File: config.mk
export PLATFORM = sky130hd
export DESIGN_NAME = frontend
export DESIGN_NICKNAME = d
export VERILOG_FILES = /design/src/hw/frontend_pkg.sv /design/src/hw/frontend.sv /design/src/hw/inst_decoder.sv /design/src/hw/multi_channel_fifo.sv /design/src/hw/fetch_unit.sv /design/src/hw/pc_gen.sv
export SDC_FILE = /design/constraint.sdc
export NUM_CORES = 2
export LEC_CHECK = 0
export ABC_AREA = 0
export BUFFER_PORTS_ARGS = -buffer_cell sky130_fd_sc_hd__buf_2
export CAP_MARGIN = 0
export CORE_MARGIN = 1
export CORE_UTILIZATION = 57
export CTS_CLUSTER_DIAMETER = 120
export CTS_CLUSTER_SIZE = 16
export DETAILED_ROUTE_END_ITERATION = 16
export HOLD_SLACK_MARGIN = 0.05
export PLACE_DENSITY = 0.89
export SYNTH_ARGS = -nofsm -noshare
export SYNTH_HDL_FRONTEND = slang
export SYNTH_SLANG_ARGS = --single-unit
File: constraint.sdc
create_clock -name clk -period 8.1 [get_ports clk]
set_input_delay 0 -clock clk [delete_from_list [all_inputs] [get_ports clk]]
set_output_delay 0 -clock clk [all_outputs]
set_load 0.05 [all_outputs]
File: src/hw/frontend_pkg.sv
`default_nettype none

package frontend_pkg;

    // instruction and pc width
    localparam int XLEN = 32;

    // entries per fifo, power of two
    localparam int FIFO_DEPTH = 8;

    // register-type code width
    localparam int REG_TYPE_W = 4;

    // register-type codes
    localparam logic [REG_TYPE_W-1:0] REG_I       = 4'd0;
    localparam logic [REG_TYPE_W-1:0] REG_RRW     = 4'd1;
    localparam logic [REG_TYPE_W-1:0] REG_RW      = 4'd2;
    localparam logic [REG_TYPE_W-1:0] REG_RR      = 4'd3;
    localparam logic [REG_TYPE_W-1:0] REG_BL      = 4'd4;
    // code of the write type, and also the register number width (5)
    localparam logic [REG_TYPE_W-1:0] REG_W       = 4'd5;
    localparam logic [REG_TYPE_W-1:0] REG_CSRXCHG = 4'd6;
    localparam logic [REG_TYPE_W-1:0] REG_RDCNTID = 4'd7;
    localparam logic [REG_TYPE_W-1:0] REG_INVTLB  = 4'd8;

    // raw fetched word with its address
    typedef struct packed {
        logic [XLEN-1:0] pc;
        logic [XLEN-1:0] inst;
    } fetch_entry_t;

    // decoded entry handed to the backend
    typedef struct packed {
        logic [XLEN-1:0]       pc;
        logic [XLEN-1:0]       inst;
        logic [REG_TYPE_W-1:0] reg_type;
        logic [REG_W-1:0]      r_reg0;
        logic [REG_W-1:0]      r_reg1;
        logic [REG_W-1:0]      w_reg;
    } inst_t;

endpackage

`default_nettype wire
File: src/hw/frontend.sv
`timescale 1ns/1ns
`default_nettype none

module frontend (
    input  wire                             clk,
    input  wire                             rst_n,

    // redirect from the backend
    input  wire                             redirect_i,
    input  wire [frontend_pkg::XLEN-1:0]    redirect_pc_i,

    // idle lock
    input  wire                             idle_i,
    input  wire                             int_i,

    // instruction memory
    output logic                            imem_req_o,
    output logic [frontend_pkg::XLEN-1:0]   imem_addr_o,
    input  wire [2*frontend_pkg::XLEN-1:0]  imem_rdata_i,

    // backend
    output frontend_pkg::inst_t [1:0]       inst_o,
    output logic [1:0]                      inst_valid_o,
    input  wire [1:0]                       issue_num_i,
    input  wire                             backend_stall_i
);

    logic [frontend_pkg::XLEN-1:0]    pc;
    logic                             idle_lock;
    logic                             fetch_advance;
    logic                             raw_ready;
    logic [1:0]                       fetch_write_num;
    frontend_pkg::fetch_entry_t [1:0] fetch_data;
    logic [1:0]                       raw_valid;
    frontend_pkg::fetch_entry_t [1:0] raw_data;
    logic [1:0]                       raw_num;
    logic                             dec_ready;
    frontend_pkg::inst_t [1:0]        dec_data;

    pc_gen u_pc_gen (
        .clk,
        .rst_n,
        .redirect_i,
        .redirect_pc_i,
        .advance_i   (fetch_advance),
        .idle_i,
        .int_i,
        .pc_o        (pc),
        .idle_lock_o (idle_lock)
    );

    fetch_unit u_fetch (
        .clk,
        .rst_n,
        .pc_i         (pc),
        .idle_lock_i  (idle_lock),
        .flush_i      (redirect_i),
        .fifo_ready_i (raw_ready),
        .imem_rdata_i,
        .advance_o    (fetch_advance),
        .imem_req_o,
        .imem_addr_o,
        .write_num_o  (fetch_write_num),
        .write_data_o (fetch_data)
    );

    multi_channel_fifo #(
        .T     (frontend_pkg::fetch_entry_t),
        .DEPTH (frontend_pkg::FIFO_DEPTH)
    ) u_raw_fifo (
        .clk,
        .rst_n,
        .flush_i       (redirect_i),
        .write_num_i   (fetch_write_num),
        .write_data_i  (fetch_data),
        .write_ready_o (raw_ready),
        .read_ready_i  (dec_ready),
        .read_num_i    (raw_num),
        .read_valid_o  (raw_valid),
        .read_data_o   (raw_data)
    );

    // move everything that is valid, valid[1] implies valid[0]
    assign raw_num = {raw_valid[1], raw_valid[0] & ~raw_valid[1]};

    for (genvar i = 0; i < 2; i++) begin : g_dec
        inst_decoder u_dec (
            .inst_i     (raw_data[i].inst),
            .reg_type_o (dec_data[i].reg_type),
            .r_reg0_o   (dec_data[i].r_reg0),
            .r_reg1_o   (dec_data[i].r_reg1),
            .w_reg_o    (dec_data[i].w_reg)
        );
        assign dec_data[i].pc   = raw_data[i].pc;
        assign dec_data[i].inst = raw_data[i].inst;
    end

    multi_channel_fifo #(
        .T     (frontend_pkg::inst_t),
        .DEPTH (frontend_pkg::FIFO_DEPTH)
    ) u_dec_fifo (
        .clk,
        .rst_n,
        .flush_i       (redirect_i),
        .write_num_i   (raw_num),
        .write_data_i  (dec_data),
        .write_ready_o (dec_ready),
        .read_ready_i  (~backend_stall_i),
        .read_num_i    (issue_num_i),
        .read_valid_o  (inst_valid_o),
        .read_data_o   (inst_o)
    );

endmodule

`default_nettype wire

File: src/hw/inst_decoder.sv
`timescale 1ns/1ns
`default_nettype none

module inst_decoder (
    input  wire [frontend_pkg::XLEN-1:0]        inst_i,
    output logic [frontend_pkg::REG_TYPE_W-1:0] reg_type_o,
    output logic [frontend_pkg::REG_W-1:0]      r_reg0_o,
    output logic [frontend_pkg::REG_W-1:0]      r_reg1_o,
    output logic [frontend_pkg::REG_W-1:0]      w_reg_o
);

    logic [frontend_pkg::REG_W-1:0] rk;
    logic [frontend_pkg::REG_W-1:0] rj;
    logic [frontend_pkg::REG_W-1:0] rd;

    assign rk = inst_i[14:10];
    assign rj = inst_i[9:5];
    assign rd = inst_i[4:0];

    // major opcode picks the register usage
    always_comb begin
        case (inst_i[31:28])
            4'd0:    reg_type_o = frontend_pkg::REG_RRW;
            4'd1:    reg_type_o = frontend_pkg::REG_RW;
            4'd2:    reg_type_o = frontend_pkg::REG_RR;
            4'd3:    reg_type_o = frontend_pkg::REG_BL;
            4'd4:    reg_type_o = frontend_pkg::REG_W;
            4'd5:    reg_type_o = frontend_pkg::REG_CSRXCHG;
            4'd6:    reg_type_o = frontend_pkg::REG_RDCNTID;
            4'd7:    reg_type_o = frontend_pkg::REG_INVTLB;
            default: reg_type_o = frontend_pkg::REG_I;
        endcase
    end

    always_comb begin
        r_reg0_o = '0;
        r_reg1_o = '0;
        w_reg_o  = '0;
        case (reg_type_o)
            frontend_pkg::REG_RW: begin
                r_reg1_o = rj;
                w_reg_o  = rd;
            end
            frontend_pkg::REG_RRW,
            frontend_pkg::REG_W: begin
                r_reg0_o = rk;
                r_reg1_o = rj;
                w_reg_o  = rd;
            end
            frontend_pkg::REG_RR: begin
                // stores and branches read rd
                r_reg0_o = rd;
                r_reg1_o = rj;
            end
            frontend_pkg::REG_BL: begin
                // link register r1
                w_reg_o = 5'd1;
            end
            frontend_pkg::REG_CSRXCHG: begin
                r_reg0_o = rd;
                r_reg1_o = rj;
                w_reg_o  = rd;
            end
            frontend_pkg::REG_RDCNTID: begin
                w_reg_o = rd | rj;
            end
            frontend_pkg::REG_INVTLB: begin
                r_reg0_o = rk;
                r_reg1_o = rj;
            end
            default: begin
                w_reg_o = '0;
            end
        endcase
    end

endmodule

`default_nettype wire

File: src/hw/multi_channel_fifo.sv
`timescale 1ns/1ns
`default_nettype none

module multi_channel_fifo #(
    parameter type T     = logic [31:0],
    parameter int  DEPTH = frontend_pkg::FIFO_DEPTH
) (
    input  wire          clk,
    input  wire          rst_n,
    input  wire          flush_i,

    // write side, up to two per cycle
    input  wire [1:0]    write_num_i,
    input  wire T [1:0]  write_data_i,
    output logic         write_ready_o,

    // read side, slot 0 is the oldest
    input  wire          read_ready_i,
    input  wire [1:0]    read_num_i,
    output logic [1:0]   read_valid_o,
    output T [1:0]       read_data_o
);

    localparam int PTR_W = $clog2(DEPTH);
    localparam int CNT_W = PTR_W + 1;

    T                 mem [DEPTH];
    logic [PTR_W-1:0] wr_ptr;
    logic [PTR_W-1:0] wr_ptr_nxt;
    logic [PTR_W-1:0] rd_ptr;
    logic [PTR_W-1:0] rd_ptr_nxt;
    logic [CNT_W-1:0] count;
    logic [1:0]       push_num;
    logic [1:0]       pop_num;

    // ready only with room for a full pair
    assign write_ready_o = (count <= CNT_W'(DEPTH - 2));

    assign push_num = write_ready_o ? write_num_i : 2'd0;
    assign pop_num  = read_ready_i ? read_num_i : 2'd0;

    assign wr_ptr_nxt = wr_ptr + 1'b1;
    assign rd_ptr_nxt = rd_ptr + 1'b1;

    assign read_valid_o[0] = (count > CNT_W'(0));
    assign read_valid_o[1] = (count > CNT_W'(1));

    assign read_data_o[0] = mem[rd_ptr];
    assign read_data_o[1] = mem[rd_ptr_nxt];

    // storage
    always_ff @(posedge clk) begin
        if (push_num != 2'd0) begin
            mem[wr_ptr] <= write_data_i[0];
        end
        if (push_num == 2'd2) begin
            mem[wr_ptr_nxt] <= write_data_i[1];
        end
    end

    // pointers and fill level
    always_ff @(posedge clk) begin
        if (!rst_n || flush_i) begin
            wr_ptr <= '0;
            rd_ptr <= '0;
            count  <= '0;
        end else begin
            wr_ptr <= wr_ptr + PTR_W'(push_num);
            rd_ptr <= rd_ptr + PTR_W'(pop_num);
            count  <= count + CNT_W'(push_num) - CNT_W'(pop_num);
        end
    end

endmodule

`default_nettype wire

File: src/hw/fetch_unit.sv
`timescale 1ns/1ns
`default_nettype none

module fetch_unit (
    input  wire                                clk,
    input  wire                                rst_n,
    input  wire [frontend_pkg::XLEN-1:0]       pc_i,
    input  wire                                idle_lock_i,
    input  wire                                flush_i,
    input  wire                                fifo_ready_i,
    input  wire [2*frontend_pkg::XLEN-1:0]     imem_rdata_i,
    output logic                               advance_o,
    output logic                               imem_req_o,
    output logic [frontend_pkg::XLEN-1:0]      imem_addr_o,
    output logic [1:0]                         write_num_o,
    output frontend_pkg::fetch_entry_t [1:0]   write_data_o
);

    localparam int XL = frontend_pkg::XLEN;

    logic                             fetch_en;
    logic                             inflight_valid;
    logic [XL-1:0]                    inflight_pc;
    logic                             hold_valid;
    logic [1:0]                       hold_num;
    frontend_pkg::fetch_entry_t [1:0] hold_data;
    logic [1:0]                       resp_num;
    frontend_pkg::fetch_entry_t [1:0] resp_data;
    logic                             stall;

    assign stall       = hold_valid | ~fifo_ready_i | idle_lock_i;
    assign imem_req_o  = fetch_en & ~stall & ~flush_i;
    assign imem_addr_o = {pc_i[XL-1:3], 3'b000};
    assign advance_o   = imem_req_o;

    // pack the returned pair into slots
    always_comb begin
        resp_data[1].pc   = {inflight_pc[XL-1:3], 3'b100};
        resp_data[1].inst = imem_rdata_i[2*XL-1:XL];
        if (inflight_pc[2]) begin
            // lone high word goes to slot 0
            resp_data[0] = resp_data[1];
            resp_num     = {1'b0, inflight_valid};
        end else begin
            resp_data[0].pc   = {inflight_pc[XL-1:3], 3'b000};
            resp_data[0].inst = imem_rdata_i[XL-1:0];
            resp_num          = {inflight_valid, 1'b0};
        end
    end

    // held pair goes out before anything new
    always_comb begin
        if (hold_valid) begin
            write_data_o = hold_data;
            write_num_o  = fifo_ready_i ? hold_num : 2'd0;
        end else begin
            write_data_o = resp_data;
            write_num_o  = fifo_ready_i ? resp_num : 2'd0;
        end
    end

    always_ff @(posedge clk) begin
        if (!rst_n) begin
            fetch_en       <= 1'b0;
            inflight_valid <= 1'b0;
            hold_valid     <= 1'b0;
        end else begin
            fetch_en       <= 1'b1;
            inflight_valid <= imem_req_o;
            if (flush_i) begin
                hold_valid <= 1'b0;
            end else if (hold_valid) begin
                hold_valid <= ~fifo_ready_i;
            end else if (inflight_valid && !fifo_ready_i) begin
                hold_valid <= 1'b1;
            end
        end
    end

    always_ff @(posedge clk) begin
        if (imem_req_o) begin
            inflight_pc <= pc_i;
        end
        if (!hold_valid) begin
            hold_data <= resp_data;
            hold_num  <= resp_num;
        end
    end

endmodule

`default_nettype wire

File: src/hw/pc_gen.sv
`timescale 1ns/1ns
`default_nettype none

module pc_gen (
    input  wire                           clk,
    input  wire                           rst_n,
    input  wire                           redirect_i,
    input  wire [frontend_pkg::XLEN-1:0]  redirect_pc_i,
    input  wire                           advance_i,
    input  wire                           idle_i,
    input  wire                           int_i,
    output logic [frontend_pkg::XLEN-1:0] pc_o,
    output logic                          idle_lock_o
);

    logic [frontend_pkg::XLEN-1:0] pc_q;
    logic                          idle_lock_q;

    // redirect wins over advance
    always_ff @(posedge clk) begin
        if (!rst_n) begin
            pc_q <= '0;
        end else if (redirect_i) begin
            pc_q <= {redirect_pc_i[frontend_pkg::XLEN-1:2], 2'b00};
        end else if (advance_i) begin
            // next aligned pair, odd-word start falls back to the base
            pc_q <= {pc_q[frontend_pkg::XLEN-1:3] + 1'b1, 3'b000};
        end
    end

    // idle holds until an interrupt shows up
    always_ff @(posedge clk) begin
        if (!rst_n) begin
            idle_lock_q <= 1'b0;
        end else if (idle_i && !int_i) begin
            idle_lock_q <= 1'b1;
        end else if (int_i) begin
            idle_lock_q <= 1'b0;
        end
    end

    assign pc_o        = pc_q;
    assign idle_lock_o = idle_lock_q;

endmodule

`default_nettype wire

* After elaboration in Yosys (flattened, before gate mapping)
Memories as Yosys holds them, arrays and structs flattened. A register that Yosys moved wholly into a read port is not among the register bits.
Index checks and enable logic that the tools add are counted.
** Word-level totals
- Register bits after elaboration :: 214
- ROM bits :: 64
- Word-level logic and storage cells :: 121
- Input bits :: 104
- Bits in writable memories :: 1176
- Output and inout port bits :: 201
- Memories :: 4
** Memory list
- u_dec_fifo.mem :: words 8, bits a word 83, rd ports 2, clocked after memory_dff 1, wr ports 2, line multi_channel_fifo.sv:27 : T mem [DEPTH];
- u_raw_fifo.mem :: words 8, bits a word 64, rd ports 2, clocked after memory_dff 1, wr ports 2, line multi_channel_fifo.sv:27
- (no name shown) :: words 8, bits a word 4, rd ports 1, clocked after memory_dff 0, wr ports 0, line inst_decoder.sv:22 : case (inst_i[31:28])
- (no name shown) :: words 8, bits a word 4, rd ports 1, clocked after memory_dff 0, wr ports 0, line inst_decoder.sv:22
** Cells by class
- Reductions and logical operators :: 19
- Bitwise operators :: 12
- $add $sub $neg :: 13
- Mux-type cells :: 32
- Magnitude comparators :: 6
- Equality and inequality tests :: 18
** Operators by type and width (number)
- 128-bit 2-to-1 mux :: 1
- 32-bit 2-to-1 mux :: 2
- 35-bit 2-to-1 mux :: 1
- 4-bit by 3-bit == test with 1-bit output (second input constant) :: 8
- 5-bit one-hot mux with 3 select lines :: 2
- 29-bit by 1-bit adder with 29-bit output (second input constant) :: 1
- 5-bit one-hot mux with 2 select lines :: 2
- 4-bit by 2-bit == test with 1-bit output (second input constant) :: 4
- 4-bit by 1-bit greater-than comparator with 1-bit output (second input constant) :: 4
- 1-bit 2-to-1 mux :: 13
- 3-bit by 1-bit adder with 3-bit output (second input constant) :: 4
- 3-bit by 2-bit adder with 3-bit output :: 4
- 6-bit OR reduction :: 2
- 2-bit 2-to-1 mux :: 5
- 5-bit 2-to-1 mux :: 2
- 5-bit OR :: 2
- 4-bit by 2-bit adder with 4-bit output :: 2
- 4-bit by 1-bit == test with 1-bit output (second input constant) :: 2
- 4-bit == test (second input constant) :: 2
- 4-bit by 3-bit <= comparator with 1-bit output (second input constant) :: 2
- 4-bit 2-to-1 mux :: 2
- 2-bit nonzero test :: 4
- 4-bit OR reduction :: 2
- 4-bit by 2-bit subtractor with 4-bit output :: 2
- other kinds (10) :: 25

* Longest topological paths before layout
- Depth after elaboration :: 9
- Gate-level depth with buffers :: 17
- Depth with buffers taken out :: 13

* Cells and area by module
From an unflattened synthesis, not the netlist that was laid out.
** Second synthesis, totals
- Cell total of the unflattened synthesis :: 4592
- Area total of the unflattened synthesis :: 77892.2 µm²
** Modules (own cells, without submodules)
- multi_channel_fifo at u_dec_fifo :: instances 1, area an instance 39267.7 µm², cells each 2101
- multi_channel_fifo at u_raw_fifo :: instances 1, area an instance 30246.5 µm², cells each 1637
- fetch_unit :: instances 1, area an instance 5694.2 µm², cells each 517
- pc_gen :: instances 1, area an instance 1813.0 µm², cells each 225
- inst_decoder at g_dec[0].u_dec :: instances 1, area an instance 437.9 µm², cells each 55
- inst_decoder at g_dec[1].u_dec :: instances 1, area an instance 415.4 µm², cells each 55
- frontend :: instances 1, area an instance 17.5 µm², cells each 2

* Worst setup path after synthesis
Ideal clock, no wire load.
- Path kind :: register to register
- Start point :: register u_dec_fifo.count[3]
- End point :: memory u_dec_fifo.mem[0][0] (netlist name) (enable)
- Slack :: 277 ps
- Library setup time :: 647 ps
- Arrival :: 7177 ps
- Required time :: 7453 ps
- Period minus slack after synthesis :: 7823 ps
- Path buffers :: 0
- Stages on the path, launching flop included :: 8
- Cells stage by stage :: dfxtp_1 > inv_1 > ha_1 > nand2_1 > mux2i_1 > a41oi_1 > nand2b_1 > o31ai_1
** RTL lines
- start, declared :: line multi_channel_fifo.sv:32 : logic [CNT_W-1:0] count;
- start signal, assigned :: line multi_channel_fifo.sv:70 : count <= count + CNT_W'(push_num) - CNT_W'(pop_num);
- end, declared :: line multi_channel_fifo.sv:27

==> results.toml <==
[run_status]
outcome = "complete, no violations"

[run]
cap_violations = 0

[power]
p_per_area_nw_per_um2 = 291
internal-power_uw = 14600
clkPwrFrac = 0.199
power_switching_uw = 9210
pwr-share-seq = 0.400
p_leak_uw = 0.0291
total_power_uw = 23800
p_sw_frac = 0.387
max-vdd-ir-drop_uv = 285
p_comb_frac = 0.400

[critical_path]
worstRegToRegCells = 9
end_kind = "flop"
critPathKind = "flop to flop"
worstSetupStartpointType = "flop"
cpMostUsedCell = "mux2i_1"
crit_fanout = 54
cp_slowest_stage_delay_ps = 960
slowest_stage = "o31a_1"
critPathRequiredTime_ps = 8660
worstPathArrival_ps = 6330
crit_chain = "mux4_2, mux2i_1, inv_1, ha_1, nand2b_1, and3_1, o31a_1, a22oi_1, mux2i_1"

[yosys]
yosysMostFrequentCell = "edfxtp_1"
syn-cell-area_um2 = 74600
yosysUniqueCellTypes = 84
synthTopCellsByArea = "edfxtp_1, mux4_2, mux2i_1"
yosysSeqAreaShare = 0.535
ys_ff_latch = 1390
synth_edf_count = 1206
avgSynthCellArea_um2 = 13.9
yosys_warnings = 0
synth_cells = 5378
ys_top_cells_by_count = "edfxtp_1, mux2i_1, mux4_2"
synth_top_area_share = 0.486
ys.flop_type = "edfxtp_1"
async_flop_share = 0
synth_area_leader_cell = "edfxtp_1"

[layout]
areaGrowthSynthToFinish_pct = 9.85
nFillCells = 8699
finalNetCount = 5734
layout-drive-gt1-share = 0.255
final_cell_count_no_fill = 7403

[die]
dieArea_um2 = 132000
start_util = 0.575
die_x_um = 364
io-pin-count = 305
fp.coreArea_um2 = 130000
num_rows = 132
die_y_um = 364

[route]
drt-total-wl_um = 217000
wl_per_cell_um = 29.3
first_iter_violations = 7960
drt-pass1-iter-count = 8
drcViolationCount = 0
viasPerCell = 7.04
vias = 52100
final_antenna_net_count = 0

[timing]
skew_ps = 27.9
rsz0062_at_grt = "false"
setup_viol = 0
tightest_slew_ps = 1420
relSlewSlack = 0.0255
layout_setup_ws_ps = 2330
finalCriticalPeriod_ps = 5770
slew_violations = 0
max_freq_ghz = 0.173
totalNegativeSetupSlack_ps = 0
final-hold-violation-count = 0
period_share = 0.712

[place]
dp.cells = 7081
io_buffer_count = 299
dp_hpwl_um = 128000
globalplace.congestion = 0.887
place_ws_ps = 2560

[cts]
clkTransAtPathRegs_ps = 80
cts_sinks = 1390
cts_buffer_depth = 3
htreeDepth = 3
cts_tree = "yes"
clk_latency_ps = 750
cts_made_buffers = 97
cts_resized = 0
clock-root-buffer = "clkbuf_16"

[grt]
grt_use_total = 0.323
grt-ovfl-total = 0
grt_pass1_wl_um = 318000
grt_max_degree = 70
antenna_found_initial = 5
grt_pass1_vias = 52000

[min_path]
hold_path_class = "input port to flop"
holdPathStages = 4
==> through the flow <==
stage / util / instance area [um2] / hold slack, ps
after CTS: 0.632 / 81900 / 95.4
final: 0.632 / 81900 / 150
after global placement: 0.598 / 77600 / 161
after global routing: 0.632 / 81900 / 185
after detailed placement: 0.598 / 77600 / 168
after floorplan: - / 74600 / 27.7
==> cell type report <==
type	instances	area, um2	share of cell area
inverters	109	409	0.00500
well taps	1742	2180	0.0266
repair buffers	567	3900	0.0476
multi-input cells	3430	32700	0.399
diodes	4	10.0	0.000122
clock inverters	5	48.8	0.000596
clock buffers	156	2710	0.0331
flip-flops and latches	1390	39900	0.487
==> sequential cells by signal, summed over array words and instances, names as in the netlist <==
name                    cells
u_dec_fifo.count            4
u_dec_fifo.rd_ptr           3
u_pc_gen.pc_o              30
u_raw_fifo.count            4
u_fetch.fetch_en            1
u_fetch.hold_valid          1
u_raw_fifo.wr_ptr           3
u_raw_fifo.rd_ptr           3
u_dec_fifo.wr_ptr           3
u_fetch.hold_num            2
u_fetch.inflight_valid      1
u_raw_fifo.mem            512
u_fetch.inflight_pc        30
u_dec_fifo.mem            664
u_pc_gen.idle_lock_o        1
u_fetch.hold_data         128
==> worst max-delay path: cells and delay by family, from the launching register on <==
family          cells  cell delay, ps
compound gates      2            1480
fa+ha+maj           1             780
buf+inv             1             160
flops               1             950
mux                 3            1680
simple gates        2             410
==> cell usage in the layout, fill, tap and decap left out, drive strengths merged, types with 8 or more instances in the layout <==
cell type / Yosys / final
edfxtp: 1206 / 1206
mux2i: 655 / 655
mux4: 579 / 579
nand2: 480 / 480
buf: 170 / 410
o21ai: 407 / 407
a21oi: 354 / 354
nor2: 338 / 338
mux2: 237 / 237
dfxtp: 184 / 184
dlygate4sd3: 0 / 157
clkbuf: 281 / 156
inv: 108 / 110
nor3: 60 / 60
nand3: 59 / 59
o22ai: 33 / 33
ha: 27 / 27
and2: 24 / 24
xor2: 23 / 23
xnor2: 21 / 21
nor4: 14 / 14
nand2b: 13 / 13
nand4: 13 / 13
nor2b: 12 / 12
fa: 8 / 8
a2111oi: 8 / 8
==> power groups by stage <==
stage / clock (uW) / combinational [uW] / sequential, uW
6_report: 4750 / 9530 / 9530
4_1_cts: 4730 / 9360 / 9500
5_1_grt: 4980 / 9930 / 9590
3_5_place_dp: 0 / 9210 / 9660
3_3_place_gp: 0 / 8950 / 9560
2_1_floorplan: 0 / 6750 / 9610
==> worst paths after layout <==
| check | start | end | slack (ps) |
|---|---|---|---|
| max | u_raw_fifo.rd_ptr[0] | u_dec_fifo.mem[6][0] | 2330 |
| min | idle_i | u_pc_gen.idle_lock_o | 150 |
| max reg2reg | u_raw_fifo.rd_ptr[0] | u_dec_fifo.mem[6][0] | 2330 |
| min reg2reg | u_pc_gen.pc_o[2] | u_fetch.inflight_pc[2] | 440 |
==> logic make-up after synthesis <==
logic type,share of synthesized area
fa+ha+maj,0.00681
flops,0.535
buf+inv,0.0324
compound gates,0.0613
xor+xnor,0.00517
simple gates,0.0601
other cells,0.0000503
mux,0.299
==> timing repair <==
action                                 CTS  global route
hold buffers                           157             0
buffers inserted                         0             0
endpoints found under the hold margin  354             0
==> routing by layer <==
layer	global-route usage	wire length (um)	vias to the layer above	part of all wire
li1	-	-	21200	-
met4	0.174	12200	2	0.056
met3	0.0819	31000	902	0.14
met1	0.416	73300	25500	0.34
met2	0.506	100000	4502	0.46
met5	0	19	-	0.000088
Note: power is estimated with default switching activity, not from simulation.
